===== src/design/pat_settings.svh =====
`ifndef PAT_SETTINGS_SVH
`define PAT_SETTINGS_SVH

// ========================================
// datapath widths
// ========================================
`define PAT_DATA_WIDTH     8
`define PAT_INSTR_WIDTH    23
`define PAT_PC_WIDTH       10
`define PAT_NUM_REGS       8
`define PAT_REG_ADR_WIDTH  3
`define PAT_FIELDP_WIDTH   5
`define PAT_BUFP_WIDTH     3

// ========================================
// pipeline timing
// ========================================
`define PAT_FIELD_LATENCY  4 // field read pointer to write pointer
`define PAT_NUM_BUBBLES    4 // slots squashed after a jump or reset
`define PAT_CALL_ADJUST    4 // pc runs this far ahead of the call

// always condition, i3 prefix, i0 prefix, nop opcode
`define PAT_INSTR_NOP      23'h006ff5

`endif


===== src/design/pat_isa_pkg.sv =====
package pat_isa_pkg;
`include "pat_settings.svh"

	// i8 opcode space, 4'hf escapes to i3
	typedef enum logic [3:0] {
		OP8_ORI   = 4'h0,
		OP8_ORR   = 4'h1,
		OP8_ANDI  = 4'h2,
		OP8_ANDR  = 4'h3,
		OP8_ADDI  = 4'h4,
		OP8_ADDR  = 4'h5,
		OP8_SUBI  = 4'h6,
		OP8_SUBR  = 4'h7,
		OP8_LDI   = 4'h8,
		OP8_SETSP = 4'hc, // decoded as nop
		OP8_BF    = 4'hd,
		OP8_CALL  = 4'he,
		OP8_I3    = 4'hf
	} op8_e;

	// i3 opcode space, 4'hf escapes to i0
	typedef enum logic [3:0] {
		OP3_SHLZI = 4'h0,
		OP3_SHLZR = 4'h1,
		OP3_SHLOI = 4'h2,
		OP3_SHLOR = 4'h3,
		OP3_SHRZI = 4'h4,
		OP3_SHRZR = 4'h5,
		OP3_SHROI = 4'h6,
		OP3_SHROR = 4'h7,
		OP3_IN    = 4'h8,
		OP3_OUT   = 4'hb,
		OP3_SETB  = 4'hc,
		OP3_I0    = 4'hf
	} op3_e;

	typedef enum logic [3:0] {
		OP0_NOT  = 4'h0,
		OP0_TEST = 4'h2,
		OP0_RET  = 4'h3,
		OP0_NOP  = 4'h5
	} op0_e;

	typedef enum logic [1:0] {
		COND_Z  = 2'd0,
		COND_NZ = 2'd1,
		COND_N  = 2'd2,
		COND_AL = 2'd3
	} cond_e;

	// i3 opcode in imm[7:4], i3 immediate in imm[2:0], i0 opcode in imm[3:0]
	typedef struct packed {
		logic [`PAT_REG_ADR_WIDTH-1:0] rn;
		logic [`PAT_FIELDP_WIDTH-1:0]  fieldp;
		cond_e                         cond;
		logic                          field_op;
		op8_e                          op8;
		logic [7:0]                    imm;
	} instr_t;

endpackage


===== src/design/pat_pipe_pkg.sv =====
package pat_pipe_pkg;
`include "pat_settings.svh"

	typedef enum logic [3:0] {
		ALU_OR,
		ALU_AND,
		ALU_NOT,
		ALU_ADD,
		ALU_SUB,
		ALU_SHLZ,
		ALU_SHLO,
		ALU_SHRZ,
		ALU_SHRO,
		ALU_PASS
	} alu_op_e;

	// ========================================
	// decode to commit
	// ========================================
	typedef struct packed {
		alu_op_e                       alu_op;
		logic [`PAT_DATA_WIDTH-1:0]    a;
		logic [`PAT_DATA_WIDTH-1:0]    b;
		logic [`PAT_REG_ADR_WIDTH-1:0] rd;
		pat_isa_pkg::cond_e            cond;
		logic                          wr_reg;
		logic                          wr_field;
		logic                          wr_out;
		logic                          set_buf;
		logic                          test;
		logic                          branch;
		logic                          call;
		logic                          ret;
		logic [7:0]                    imm;
	} decoded_t;

	// reg write and set buffer act at the commit edge, the rest one edge later
	typedef struct packed {
		logic                          reg_we;
		logic [`PAT_REG_ADR_WIDTH-1:0] reg_adr;
		logic [`PAT_DATA_WIDTH-1:0]    reg_data;
		logic                          field_we;
		logic [`PAT_DATA_WIDTH-1:0]    field_data;
		logic                          set_buf;
		logic [`PAT_BUFP_WIDTH:0]      buf_code; // {high side, pointer}
		logic                          jump;
		logic                          call;
		logic                          ret;
		logic [`PAT_DATA_WIDTH-1:0]    offset;
	} commit_t;

	typedef struct packed {
		logic [`PAT_DATA_WIDTH-1:0] in2;
		logic [`PAT_DATA_WIDTH-1:0] in1;
		logic [`PAT_DATA_WIDTH-1:0] in0;
	} in_ports_t;

	typedef struct packed {
		logic                         en_low;
		logic                         en_high;
		logic [`PAT_DATA_WIDTH-1:0]   data;
		logic [`PAT_FIELDP_WIDTH-1:0] wp;
	} field_bus_t;

endpackage


===== src/design/decode_stage.sv =====
`timescale 1ns/1ps
`include "pat_settings.svh"

module decode_stage (
	input  logic                          clk,
	input  logic                          reset,
	input  pat_isa_pkg::instr_t           i_instruction,
	input  pat_pipe_pkg::in_ports_t       i_in,
	input  logic [`PAT_DATA_WIDTH-1:0]    i_reg_data,
	input  logic [`PAT_DATA_WIDTH-1:0]    i_field_value,
	output logic [`PAT_REG_ADR_WIDTH-1:0] o_reg_adr,
	output logic [`PAT_FIELDP_WIDTH-1:0]  o_fieldp,
	output pat_pipe_pkg::decoded_t        o_decoded
);
	import pat_isa_pkg::*;
	import pat_pipe_pkg::*;

	localparam int W = `PAT_DATA_WIDTH;

	instr_t instr_q;
	op3_e op3;
	op0_e op0;
	alu_op_e alu_op;
	logic is_i8, is_i3, is_i0;
	logic op_ldi, op_in, op_out, op_setb, op_test, op_ret, op_bf, op_call, op_not;
	logic result_op;
	logic b_is_imm;
	logic [W-1:0] imm_all;
	logic [W-1:0] in_value;
	logic [W-1:0] opa;

	always_ff @(posedge clk)
	begin
		if (reset)
			instr_q <= `PAT_INSTR_NOP;
		else
			instr_q <= i_instruction;
	end

	assign o_fieldp  = i_instruction.fieldp; // registered in field_port at the same edge
	assign o_reg_adr = instr_q.rn;

	// ========================================
	// classify by prefix
	// ========================================
	assign op3   = op3_e'(instr_q.imm[7:4]);
	assign op0   = op0_e'(instr_q.imm[3:0]);
	assign is_i8 = (instr_q.op8 != OP8_I3);
	assign is_i3 = !is_i8 && (op3 != OP3_I0);
	assign is_i0 = !is_i8 && !is_i3;

	assign op_ldi  = is_i8 && (instr_q.op8 == OP8_LDI);
	assign op_bf   = is_i8 && (instr_q.op8 == OP8_BF);
	assign op_call = is_i8 && (instr_q.op8 == OP8_CALL);
	assign op_in   = is_i3 && (op3 == OP3_IN);
	assign op_out  = is_i3 && (op3 == OP3_OUT);
	assign op_setb = is_i3 && (op3 == OP3_SETB);
	assign op_not  = is_i0 && (op0 == OP0_NOT);
	assign op_test = is_i0 && (op0 == OP0_TEST);
	assign op_ret  = is_i0 && (op0 == OP0_RET);

	// ori..ldi, the shifts, in and not leave a result in reg or field
	assign result_op = (is_i8 && (instr_q.op8 <= OP8_LDI)) || (is_i3 && (op3 <= OP3_IN)) || op_not;

	assign imm_all  = is_i8 ? instr_q.imm : {{(W-3){1'b0}}, instr_q.imm[2:0]};
	assign b_is_imm = is_i8 ? !instr_q.op8[0] : !op3[0];

	always_comb
	begin
		alu_op = ALU_PASS;
		if (is_i8)
		begin
			case (instr_q.op8)
				OP8_ORI, OP8_ORR, OP8_LDI: alu_op = ALU_OR; // ldi ors into a zero a
				OP8_ANDI, OP8_ANDR:        alu_op = ALU_AND;
				OP8_ADDI, OP8_ADDR:        alu_op = ALU_ADD;
				OP8_SUBI, OP8_SUBR:        alu_op = ALU_SUB;
				default:                   alu_op = ALU_PASS;
			endcase
		end
		else if (is_i3)
		begin
			case (op3)
				OP3_SHLZI, OP3_SHLZR: alu_op = ALU_SHLZ;
				OP3_SHLOI, OP3_SHLOR: alu_op = ALU_SHLO;
				OP3_SHRZI, OP3_SHRZR: alu_op = ALU_SHRZ;
				OP3_SHROI, OP3_SHROR: alu_op = ALU_SHRO;
				default:              alu_op = ALU_PASS;
			endcase
		end
		else if (op_not)
			alu_op = ALU_NOT;
	end

	always_comb
	begin
		case (instr_q.imm[2:0])
			3'b010:  in_value = i_in.in1;
			3'b100:  in_value = i_in.in2;
			default: in_value = i_in.in0; // 001 or not one-hot
		endcase
	end

	// ldi wins over field op
	always_comb
	begin
		if (op_ldi)
			opa = '0;
		else if (instr_q.field_op)
			opa = i_field_value;
		else if (op_in)
			opa = in_value;
		else
			opa = i_reg_data;
	end

	// ========================================
	// second pipeline register
	// ========================================
	always_ff @(posedge clk)
	begin
		o_decoded.alu_op   <= alu_op;
		o_decoded.a        <= opa;
		o_decoded.b        <= b_is_imm ? imm_all : i_reg_data;
		o_decoded.rd       <= instr_q.rn;
		o_decoded.cond     <= instr_q.cond;
		o_decoded.wr_reg   <= result_op && !instr_q.field_op;
		o_decoded.wr_field <= result_op && instr_q.field_op;
		o_decoded.wr_out   <= op_out;
		o_decoded.set_buf  <= op_setb;
		o_decoded.test     <= op_test;
		o_decoded.branch   <= op_bf;
		o_decoded.call     <= op_call;
		o_decoded.ret      <= op_ret;
		o_decoded.imm      <= instr_q.imm;
	end

endmodule


===== src/design/register_file.sv =====
`timescale 1ns/1ps
`include "pat_settings.svh"

module register_file (
	input  logic                          clk,
	input  logic [`PAT_REG_ADR_WIDTH-1:0] i_read_adr,
	input  pat_pipe_pkg::commit_t         i_commit,
	output logic [`PAT_DATA_WIDTH-1:0]    o_read_data
);

	logic [`PAT_DATA_WIDTH-1:0] regs [`PAT_NUM_REGS];

	assign o_read_data = regs[i_read_adr]; // async read

	// written at the commit edge
	always_ff @(posedge clk)
	begin
		if (i_commit.reg_we)
			regs[i_commit.reg_adr] <= i_commit.reg_data;
	end

endmodule


===== src/design/alu.sv =====
`timescale 1ns/1ps
`include "pat_settings.svh"

module alu (
	input  pat_pipe_pkg::decoded_t     i_decoded,
	output logic [`PAT_DATA_WIDTH-1:0] o_result
);
	import pat_pipe_pkg::*;

	localparam int W = `PAT_DATA_WIDTH;
	localparam logic [W-1:0] ONES = '1;

	logic [2:0] amt;
	logic [W-1:0] a;
	logic [W-1:0] b;

	assign a   = i_decoded.a;
	assign b   = i_decoded.b;
	assign amt = {1'b0, b[1:0]} + 3'd1; // 1 to 4 places

	// ========================================
	// result select
	// ========================================
	always_comb
	begin
		case (i_decoded.alu_op)
			ALU_OR:   o_result = a | b;
			ALU_AND:  o_result = a & b;
			ALU_NOT:  o_result = ~a;
			ALU_ADD:  o_result = a + b; // wraps at 256
			ALU_SUB:  o_result = a - b;
			ALU_SHLZ: o_result = a << amt;
			ALU_SHLO: o_result = (a << amt) | ~(ONES << amt); // ones into the bottom
			ALU_SHRZ: o_result = a >> amt;
			ALU_SHRO: o_result = (a >> amt) | ~(ONES >> amt); // ones from the top
			default:  o_result = a;
		endcase
	end

endmodule


===== src/design/commit_control.sv =====
`timescale 1ns/1ps
`include "pat_settings.svh"

module commit_control (
	input  logic                       clk,
	input  logic                       reset,
	input  pat_pipe_pkg::decoded_t     i_decoded,
	input  logic [`PAT_DATA_WIDTH-1:0] i_result,
	output pat_pipe_pkg::commit_t      o_commit,
	output logic [`PAT_DATA_WIDTH-1:0] o_out
);
	import pat_isa_pkg::*;

	localparam int W     = `PAT_DATA_WIDTH;
	localparam int CNT_W = $clog2(`PAT_NUM_BUBBLES + 1);

	logic flag_z, flag_n;
	logic [CNT_W-1:0] squash_cnt;
	logic [1:0] kill_q; // [0] slot just sampled, [1] slot now in commit
	logic cond_ok, exec, take_jump;
	logic field_we_q, jump_q, call_q, ret_q;
	logic [W-1:0] field_data_q;
	logic [W-1:0] offset_q;

	always_comb
	begin
		case (i_decoded.cond)
			COND_Z:  cond_ok = flag_z;
			COND_NZ: cond_ok = !flag_z;
			COND_N:  cond_ok = flag_n;
			default: cond_ok = 1'b1;
		endcase
	end

	assign exec      = !kill_q[1] && cond_ok;
	assign take_jump = exec && (i_decoded.branch || i_decoded.call || i_decoded.ret);

	// ========================================
	// flags, squash window, delayed strobes
	// ========================================
	always_ff @(posedge clk)
	begin
		if (reset)
		begin
			squash_cnt <= CNT_W'(`PAT_NUM_BUBBLES);
			kill_q     <= 2'b11;
			flag_z     <= 1'b1;
			flag_n     <= 1'b0;
			field_we_q <= 1'b0;
			jump_q     <= 1'b0;
			call_q     <= 1'b0;
			ret_q      <= 1'b0;
		end
		else
		begin
			if (take_jump)
			begin
				squash_cnt <= CNT_W'(`PAT_NUM_BUBBLES);
				kill_q     <= 2'b11; // slots already behind the jump die too
			end
			else
			begin
				if (squash_cnt != '0)
					squash_cnt <= squash_cnt - 1'b1;
				kill_q <= {kill_q[0], squash_cnt != '0};
			end
			if (exec && i_decoded.test)
			begin
				flag_z <= (i_decoded.a == '0);
				flag_n <= i_decoded.a[W-1];
			end
			field_we_q <= exec && i_decoded.wr_field;
			jump_q     <= take_jump;
			call_q     <= exec && i_decoded.call;
			ret_q      <= exec && i_decoded.ret;
		end
	end

	always_ff @(posedge clk)
	begin
		field_data_q <= i_result;
		offset_q     <= i_decoded.imm;
		if (exec && i_decoded.wr_out)
			o_out <= i_decoded.a;
	end

	always_comb
	begin
		o_commit.reg_we     = exec && i_decoded.wr_reg;
		o_commit.reg_adr    = i_decoded.rd;
		o_commit.reg_data   = i_result;
		o_commit.field_we   = field_we_q;
		o_commit.field_data = field_data_q;
		o_commit.set_buf    = exec && i_decoded.set_buf;
		o_commit.buf_code   = i_decoded.imm[`PAT_BUFP_WIDTH:0];
		o_commit.jump       = jump_q;
		o_commit.call       = call_q;
		o_commit.ret        = ret_q;
		o_commit.offset     = offset_q;
	end

endmodule


===== src/design/field_port.sv =====
`timescale 1ns/1ps
`include "pat_settings.svh"

module field_port (
	input  logic                         clk,
	input  logic                         reset,
	input  logic [`PAT_FIELDP_WIDTH-1:0] i_fieldp,
	input  pat_pipe_pkg::commit_t        i_commit,
	input  logic [`PAT_DATA_WIDTH-1:0]   i_field_low,
	input  logic [`PAT_DATA_WIDTH-1:0]   i_field_high,
	output logic [`PAT_BUFP_WIDTH-1:0]   o_bufp,
	output logic [`PAT_FIELDP_WIDTH-1:0] o_fieldp,
	output logic [`PAT_DATA_WIDTH-1:0]   o_field_value,
	output pat_pipe_pkg::field_bus_t     o_field
);

	localparam int LAT = `PAT_FIELD_LATENCY;

	logic high_sel; // 0 selects the low side
	logic en_low_q, en_high_q;
	logic [`PAT_DATA_WIDTH-1:0] data_q;
	logic [`PAT_FIELDP_WIDTH-1:0] fieldp_hist [LAT];

	assign o_field_value = high_sel ? i_field_high : i_field_low;

	// ========================================
	// buffer select and pointers
	// ========================================
	always_ff @(posedge clk)
	begin
		if (reset)
		begin
			o_bufp   <= '0;
			high_sel <= 1'b0;
			o_fieldp <= '0;
			for (int i = 0; i < LAT; i++)
				fieldp_hist[i] <= '0;
		end
		else
		begin
			o_fieldp       <= i_fieldp;
			fieldp_hist[0] <= o_fieldp;
			for (int i = 1; i < LAT; i++)
				fieldp_hist[i] <= fieldp_hist[i-1];
			if (i_commit.set_buf)
			begin
				o_bufp   <= i_commit.buf_code[`PAT_BUFP_WIDTH-1:0];
				high_sel <= i_commit.buf_code[`PAT_BUFP_WIDTH];
			end
		end
	end

	// write side follows the select in force at this edge
	always_ff @(posedge clk)
	begin
		if (reset)
		begin
			en_low_q  <= 1'b0;
			en_high_q <= 1'b0;
			data_q    <= '0;
		end
		else
		begin
			en_low_q  <= i_commit.field_we && !high_sel;
			en_high_q <= i_commit.field_we && high_sel;
			if (i_commit.field_we)
				data_q <= i_commit.field_data;
		end
	end

	always_comb
	begin
		o_field.en_low  = en_low_q;
		o_field.en_high = en_high_q;
		o_field.data    = data_q;
		o_field.wp      = fieldp_hist[LAT-1]; // trails o_fieldp by LAT edges
	end

endmodule


===== src/design/program_counter.sv =====
`timescale 1ns/1ps
`include "pat_settings.svh"

module program_counter (
	input  logic                     clk,
	input  logic                     reset,
	input  pat_pipe_pkg::commit_t    i_commit,
	output logic [`PAT_PC_WIDTH-1:0] o_pc
);

	localparam int PW = `PAT_PC_WIDTH;
	localparam int W  = `PAT_DATA_WIDTH;

	logic [PW-1:0] pc_q;
	logic [PW-1:0] lr_q;
	logic [PW-1:0] target;

	assign target = pc_q + {{(PW-W){i_commit.offset[W-1]}}, i_commit.offset}; // signed offset
	assign o_pc   = pc_q;

	always_ff @(posedge clk)
	begin
		if (reset)
			pc_q <= '0;
		else if (i_commit.jump && i_commit.ret)
			pc_q <= lr_q;
		else if (i_commit.jump)
			pc_q <= target;
		else
			pc_q <= pc_q + 1'b1;
	end

	always_ff @(posedge clk)
	begin
		if (i_commit.call)
			lr_q <= pc_q - PW'(`PAT_CALL_ADJUST); // pc is already past the call
	end

endmodule


===== src/design/pat_top.sv =====
`timescale 1ns/1ps
`include "pat_settings.svh"

module pat_top (
	input  logic                         clk,
	input  logic                         reset,
	input  pat_isa_pkg::instr_t          i_instruction,
	input  pat_pipe_pkg::in_ports_t      i_in,
	input  logic [`PAT_DATA_WIDTH-1:0]   i_field_low,
	input  logic [`PAT_DATA_WIDTH-1:0]   i_field_high,
	output logic [`PAT_PC_WIDTH-1:0]     o_pc,
	output logic                         o_jump,
	output logic [`PAT_BUFP_WIDTH-1:0]   o_bufp,
	output logic [`PAT_FIELDP_WIDTH-1:0] o_fieldp,
	output pat_pipe_pkg::field_bus_t     o_field,
	output logic [`PAT_DATA_WIDTH-1:0]   o_out
);
	import pat_pipe_pkg::*;

	logic [`PAT_REG_ADR_WIDTH-1:0] reg_adr;
	logic [`PAT_DATA_WIDTH-1:0] reg_data;
	logic [`PAT_DATA_WIDTH-1:0] field_value;
	logic [`PAT_DATA_WIDTH-1:0] result;
	logic [`PAT_FIELDP_WIDTH-1:0] dec_fieldp;
	decoded_t decoded;
	commit_t commit;

	assign o_jump = commit.jump;

	// ========================================
	// stage 1
	// ========================================
	decode_stage u_decode (
		.clk(clk), .reset(reset), .i_instruction(i_instruction), .i_in(i_in),
		.i_reg_data(reg_data), .i_field_value(field_value),
		.o_reg_adr(reg_adr), .o_fieldp(dec_fieldp), .o_decoded(decoded)
	);

	register_file u_regs (
		.clk(clk), .i_read_adr(reg_adr), .i_commit(commit), .o_read_data(reg_data)
	);

	// stage 2
	alu u_alu (.i_decoded(decoded), .o_result(result));

	commit_control u_commit (
		.clk(clk), .reset(reset), .i_decoded(decoded), .i_result(result),
		.o_commit(commit), .o_out(o_out)
	);

	field_port u_field (
		.clk(clk), .reset(reset), .i_fieldp(dec_fieldp), .i_commit(commit),
		.i_field_low(i_field_low), .i_field_high(i_field_high), .o_bufp(o_bufp),
		.o_fieldp(o_fieldp), .o_field_value(field_value), .o_field(o_field)
	);

	program_counter u_pc (.clk(clk), .reset(reset), .i_commit(commit), .o_pc(o_pc));

endmodule


===== config.mk =====
export PLATFORM = sky130hd
export DESIGN_NAME = pat_top
export DESIGN_NICKNAME = d
export VERILOG_FILES = /design/src/design/pat_isa_pkg.sv /design/src/design/pat_pipe_pkg.sv /design/src/design/decode_stage.sv /design/src/design/register_file.sv /design/src/design/alu.sv /design/src/design/commit_control.sv /design/src/design/field_port.sv /design/src/design/program_counter.sv /design/src/design/pat_top.sv
export VERILOG_INCLUDE_DIRS = /design/src /design/src/design
export SDC_FILE = /design/constraint.sdc
export NUM_CORES = 1
export LEC_CHECK = 0
export ABC_AREA = 1
export BUFFER_PORTS_ARGS = -buffer_cell sky130_fd_sc_hd__buf_2
export CORE_MARGIN = 2
export CORE_UTILIZATION = 50
export CTS_BUF_LIST = sky130_fd_sc_hd__clkbuf_4 sky130_fd_sc_hd__clkbuf_8
export CTS_CLUSTER_DIAMETER = 60
export DETAILED_ROUTE_END_ITERATION = 12
export PLACE_DENSITY_LB_ADDON = 0.12
export SLEW_MARGIN = 20
export SYNTH_ARGS = -nofsm -noshare
export SYNTH_HDL_FRONTEND = slang
export SYNTH_SLANG_ARGS = --single-unit

===== constraint.sdc =====
create_clock -name clk -period 5.12 [get_ports clk]
set_clock_uncertainty 0.05 [all_clocks]
set_input_delay 0.768 -clock clk [delete_from_list [all_inputs] [get_ports clk]]
set_output_delay 0.768 -clock clk [all_outputs]
set_load 0.02 [all_outputs]

==> flow_summary.ini, run 1 <==
[setup_path]
path_cells = inv_1 -> ha_1 -> nand2_1 -> o21ai_0 -> inv_1 -> ha_1 -> nand3_1 -> nand2_1 -> a21oi_1 -> inv_1 -> nand2_1 -> nand3_1 -> a21oi_1
crit_family = compound AO/OA/AOI/OAI gates
cp_max_fo = 24
required_ns = 5.30
path_buf_inv = 3
crit_type = reg -> reg
cp-end-kind = flip-flop
r2r_end = u_regs.regs[0][7]$_DFFE_PP_
critPathSlowestCell = dfxtp_1
arrival_ns = 3.91
r2r-start = u_decode.o_decoded[21]$_DFF_P_
rr_worst_depth = 13
cp-start-kind = flip-flop
regToRegSetupSlack_ns = 1.39
crit_path_max_incr_delay_ns = 0.82

[power]
leakage_nw = 5.36
p_total_mw = 4.37
ir_drop_v = 0.000221
power.density_nw_per_um2 = 384

[clocking]
cts_hold_buf = 0
cts_tree = done
post_cts_resized = 0
clk_pin_slew_ns = 0.06
htreeDepth = 2
cts_setup_buffers = 0
cts_buffer_depth = 3
cts-root-buf = clkbuf_8
clkSinkCount = 225
clk-insertion-delay-late_ns = 0.54
numCtsBuffers = 39

[timing]
tightest_slew_ns = 0.988
slew_headroom_pct = 33.9
fin_tns_setup_ns = 0
finalHoldViolCount = 0
hold-worst-slack_ns = 0.271
fin_crit_sh_pct = 72.8
slew_violations = 0
setup_violations = 0
rsz0062_at_grt = no
fin_crit_ns = 3.73
max_freq_ghz = 0.268

[logic_synthesis]
yosysWarnings = 0
synth_top_area_share_pct = 29.1
synth-compound-area-share_pct = 9.49
yosysTopAreaCell = dfxtp_1
syn-num-nets = 1266
synth_fa_ha_area_share_pct = 3.71
seq_area_frac_synth_pct = 54.1
avgSynthCellArea_um2 = 8.39
synth_cell_types = 44
synth_top_family_by_area = simple AND/OR/NAND/NOR gates
synth_cells = 1173
ys_ff_latch = 225
synth_xor_area_share_pct = 1.69
synth.area.top_cells = dfxtp_1 (29%), edfxtp_1 (25%), nand2_1 (9.0%)
netlist_area_um2 = 9840
synth-simple-area-share_pct = 22.4
muxShareOfSynthArea_pct = 0

[drt]
viasPerCell = 4.99
top_layer = met4
totalWireLength_mm = 24.5
drt-initial-drc-count = 685
vias = 7892
drcViolationCount = 0
wl_met3_mm = 1.52
route.met2.wl_mm = 11.0
dr.pass1.iters = 5
routedLengthMet1_mm = 11.3
route.antenna.remaining_nets = 0
post_drt_wl_per_cell_um = 15.5

[floorplanning]
rows = 51
initial_core_util_pct = 50.7
core_um2 = 19400
pin_count = 107
die_y_um = 144
dieArea_um2 = 20800
die_x_um = 144

[placed_design]
dpl.cell_count = 1508
place_congestion = 0.925
io_buffers = 106
dp_hpwl_mm = 17.7

[hold_path]
hold_path_depth = 0
min_from = u_decode.o_decoded[6]$_DFF_P_
hold_class = reg -> reg
min_to = u_commit.offset_q[6]$_DFF_P_

[global_route]
grt_pass1_vias = 7092
antenna_found_initial = 0
grt_usage_pct = 23.9
gr-total-overflow = 0
grt_max_degree = 52
grt_pass1_wl_mm = 37.7

[finish]
syn2layout_area_growth_pct = 15.6
nets = 1377
drive_above_1_share_pct = 15.4
finish.cell_count_without_fillers = 1580
diodes = 0

[outcome]
status = finished, final reports clean

[run]
max-cap-violations = 0
==> synthesized netlist by cell type, drive strengths merged <==
library cell / count
nand2: 238
nor2: 181
inv: 170
dfxtp: 143
o21ai: 100
edfxtp: 82
nand3: 55
a21oi: 33
ha: 26
buf: 23
nand4: 18
xor2: 16
clkbuf: 15
o211ai: 14
nor3: 12
or2: 8
nor4: 5
o31ai: 5
a31o: 4
clkinv: 4
nand3b: 4
o22ai: 4
xnor2: 3
a31oi: 2
fa: 2
o21bai: 2
a211oi: 1
a22oi: 1
a32o: 1
o2111ai: 1
==> through the flow <==
stage / setup slack (ns) / utilization [%] / cell area (µm²)
after floorplan: 2.05 / - / 9840
after global routing: 1.06 / 58.7 / 11400
final: 1.39 / 58.7 / 11400
after CTS: 1.46 / 58.7 / 11400
after detailed placement: 1.47 / 54.3 / 10500
after global placement: 1.60 / 54.3 / 10500
==> worst register-to-register path, cell delays in order (launching register included) <==
cell	delay, ns
dfxtp_1	0.82
inv_1	0.30
ha_1	0.57
nand2_1	0.08
o21ai_0	0.17
inv_1	0.09
ha_1	0.30
nand3_1	0.08
nand2_1	0.10
a21oi_1	0.19
inv_1	0.07
nand2_1	0.06
nand3_1	0.06
a21oi_1	0.51
==> worst max path at each step <==
stage          slack, ns                          end                           start  cells after the start
3_5_place_dp        1.47  u_regs.regs[5][3]$_DFFE_PP_  u_decode.o_decoded[21]$_DFF_P_                     13
2_1_floorplan       2.05  u_regs.regs[0][3]$_DFFE_PP_  u_decode.o_decoded[22]$_DFF_P_                     16
4_1_cts             1.46  u_regs.regs[0][7]$_DFFE_PP_  u_decode.o_decoded[21]$_DFF_P_                     13
3_3_place_gp        1.60  u_regs.regs[5][3]$_DFFE_PP_  u_decode.o_decoded[21]$_DFF_P_                     13
5_1_grt             1.06  u_regs.regs[7][7]$_DFFE_PP_  u_decode.o_decoded[21]$_DFF_P_                     15
6_report            1.39  u_regs.regs[0][7]$_DFFE_PP_  u_decode.o_decoded[21]$_DFF_P_                     13
==> power by group <==
group	internal, mW	leakage [nW]	switching [mW]
logic	0.197	2.99	0.390
registers	1.98	1.92	0.0887
clock network	1.00	0.454	0.705
==> cell usage in the layout (no fill, tap or decap), types with 2 or more instances in the layout <==
master | netlist | layout
a21oi_1 | 33 | 33
inv_1 | 168 | 168
nor4_1 | 4 | 4
nand3_1 | 55 | 55
xor2_1 | 16 | 16
nand4_1 | 16 | 16
o21ai_1 | 7 | 7
inv_2 | 2 | 2
nand2_1 | 237 | 237
dfxtp_1 | 143 | 143
a31o_2 | 4 | 4
buf_2 | 15 | 106
clkbuf_8 | 0 | 47
nor3_1 | 11 | 11
o211ai_1 | 14 | 14
o31ai_1 | 5 | 5
clkinv_2 | 1 | 6
nand3b_1 | 4 | 4
clkbuf_4 | 0 | 15
o21bai_1 | 2 | 2
a31oi_1 | 2 | 2
xnor2_1 | 3 | 3
o21ai_0 | 92 | 92
nand4_4 | 2 | 2
nor2_1 | 179 | 179
o22ai_1 | 4 | 4
buf_4 | 7 | 2
fa_1 | 2 | 2
clkinv_1 | 2 | 3
or2_2 | 8 | 8
edfxtp_1 | 82 | 82
ha_1 | 26 | 26
==> logic make-up after synthesis <==
group / count (synthesis)
fa+ha+maj: 28
compound gates: 168
simple gates: 521
xor+xnor: 19
buf+inv: 212
flops: 225
==> per-layer routing <==
metal  track usage [%]  vias to the layer above
li1                  -                     4003
met1              33.3                     3591
met2              37.8                      247
met3              4.01                       51
met4              8.53                        0
met5                 0                        -
==> area by class of cell <==
| cell class | count | area, µm² |
|---|---|---|
| fillers | 1875 | 8020 |
| clock inverters | 10 | 91.3 |
| flip-flops and latches | 225 | 5330 |
| inverters | 174 | 659 |
| well taps | 265 | 332 |
| multi-input cells | 736 | 3670 |
| repair buffers | 108 | 546 |
| clock buffers | 62 | 759 |
==> flip-flops by register name (all words and copies together) (netlist names), 2 cells and up, named ones only <==
name / flops
u_pc.o_pc: 10
u_field.data_q: 8
u_commit.squash_cnt: 3
u_field.fieldp_hist: 20
u_regs.regs: 64
u_field.o_bufp: 3
u_commit.field_data_q: 8
u_commit.kill_q: 2
u_commit.offset_q: 8
u_field.o_fieldp: 5
u_commit.o_out: 8
u_decode.o_reg_adr: 3
u_decode.instr_q: 15
u_pc.lr_q: 10
u_decode.o_decoded: 41
No activity file was read; power rests on OpenSTA's default activity.
==> run 2: changes to the inputs <==
clock period = 3.5 ns   (was 5.12 ns; I/O delays follow)
==> flow_summary.ini, run 2 (same netlist as run 1, synthesis figures left out) <==
[clocking]
htreeDepth = 2
clk_pin_slew_ns = 0.06
cts_tree = done
cts_hold_buf = 0
cts_setup_buffers = 0
cts-root-buf = clkbuf_8
numCtsBuffers = 38
post_cts_resized = 0
cts_buffer_depth = 3
clkSinkCount = 225
clk-insertion-delay-late_ns = 0.53

[timing]
max_freq_ghz = 0.316
slew_violations = 0
setup_ws_ns = 0.335
tightest_slew_ns = 0.921
fin_crit_sh_pct = 90.4
fin_tns_setup_ns = 0
rsz0062_at_grt = no
slew_headroom_pct = 38.3
fin_crit_ns = 3.16
setup_violations = 0
finalHoldViolCount = 0

[global_route]
grt_pass1_vias = 7227
gr-total-overflow = 0
antenna_found_initial = 0
grt_usage_pct = 24.0
grt_pass1_wl_mm = 37.9
grt_max_degree = 51

[power]
leakage_nw = 5.37
p_total_mw = 6.27
power.density_nw_per_um2 = 551
ir_drop_v = 0.000269

[finish]
fin_area_um2 = 11400
drive_above_1_share_pct = 15.4
fillers = 1832
largest_reg_flops = 64
multi_input_area_um2 = 3670
seqCellArea_um2 = 5330
reg_top3 = u_regs.regs x64, u_decode.o_decoded x41, u_field.fieldp_hist x20
top_register = u_regs.regs
syn2layout_area_growth_pct = 15.7
diodes = 0
layout.cells.most_common = nand2_1
nets = 1386
mostFrequentLayoutCells = nand2_1 (237), nor2_1 (179), inv_1 (168)

[floorplanning]
die_y_um = 144
pin_count = 107
die_x_um = 144
rows = 51
dieArea_um2 = 20800
core_um2 = 19400
initial_core_util_pct = 50.7

[setup_path]
path_cells = inv_1 -> ha_1 -> inv_1 -> nor3_1 -> inv_1 -> o31ai_1 -> xor2_1 -> inv_1 -> ha_1 -> nand2_1 -> inv_1 -> nand2_1 -> nand2_1 -> a21oi_1 -> inv_1 -> nand2_1 -> nand3_1 -> a21oi_1
arrival_ns = 3.36
cpMostUsedCell = inv_1
crit_type = reg -> reg
cp_max_fo = 9
crit_path_max_incr_delay_ns = 0.49
cp-start-kind = flip-flop
critPathSlowestCell = a21oi_1
required_ns = 3.69
cp-end-kind = flip-flop

[drt]
top_layer = met4
drt-initial-drc-count = 642
route.antenna.remaining_nets = 0
routedLengthMet1_mm = 11.0
drcViolationCount = 0
totalWireLength_mm = 24.6
post_drt_wl_per_cell_um = 15.5
vias = 7876
viasPerCell = 4.97
route.met2.wl_mm = 10.7
dr.pass1.iters = 5
wl_met3_mm = 1.93

[placed_design]
dp_hpwl_mm = 17.8
placed_area_um2 = 10600
place_congestion = 0.960
io_buffers = 106
preCtsSetupSlack_ns = 0.360

[hold_path]
hold_class = in -> reg

[outcome]
status = finished, final reports clean

[run]
max-cap-violations = 0
## run 2: worst max-delay path: cells and delay by family, from the launching register on
| family | cells | cell delay [ns] |
|---|---|---|
| AO/OA/AOI/OAI | 3 | 0.89 |
| flip-flops | 1 | 0.32 |
| buffers and inverters | 6 | 0.48 |
| XOR/XNOR | 1 | 0.18 |
| AND/OR/NAND/NOR | 6 | 0.46 |
| adder cells (fa/ha/maj) | 2 | 0.50 |
## run 2: layout make-up
| class | instances | share of cell area [%] |
|---|---|---|
| clock inverter | 8 | 0.594 |
| tap | 265 | 2.91 |
| inverter | 174 | 5.79 |
| timing repair buffer | 118 | 5.45 |
| multi-input combinational | 736 | 32.2 |
| clock buffer | 58 | 6.24 |
| sequential | 225 | 46.8 |
## run 2: power by group
group	switching, mW	internal, mW
sequential	0.116	2.90
combinational	0.588	0.296
clock	1.01	1.37
## run 2: worst paths after layout
path                                    from                             end  slack (ns)  cells past startpoint
min reg2reg  u_decode.instr_q[14]$_SDFF_PP1_  u_decode.o_decoded[17]$_DFF_P_        0.28                      0
min                         i_instruction[7]  u_decode.instr_q[7]$_SDFF_PP1_        0.13                      2
max           u_decode.o_decoded[21]$_DFF_P_     u_regs.regs[3][7]$_DFFE_PP_        0.34                     18
max reg2reg   u_decode.o_decoded[21]$_DFF_P_     u_regs.regs[3][7]$_DFFE_PP_        0.34                     18
## run 2: per-layer routing
metal  vias up  GRT usage, %
met5         -             0
met4         0          10.8
met3        66          6.72
met2       278          36.7
met1      3513          31.7
li1       4019             -
## run 2: per-stage QoR
stage	hold WS, ns	util, %	cells
CTS	0.103	58.7	1584
finish	0.130	58.7	1584
detailed placement	0.263	54.7	1518
global route	0.111	58.7	1584
floorplan	0.260	-	1173
global placement	0.261	54.7	1518
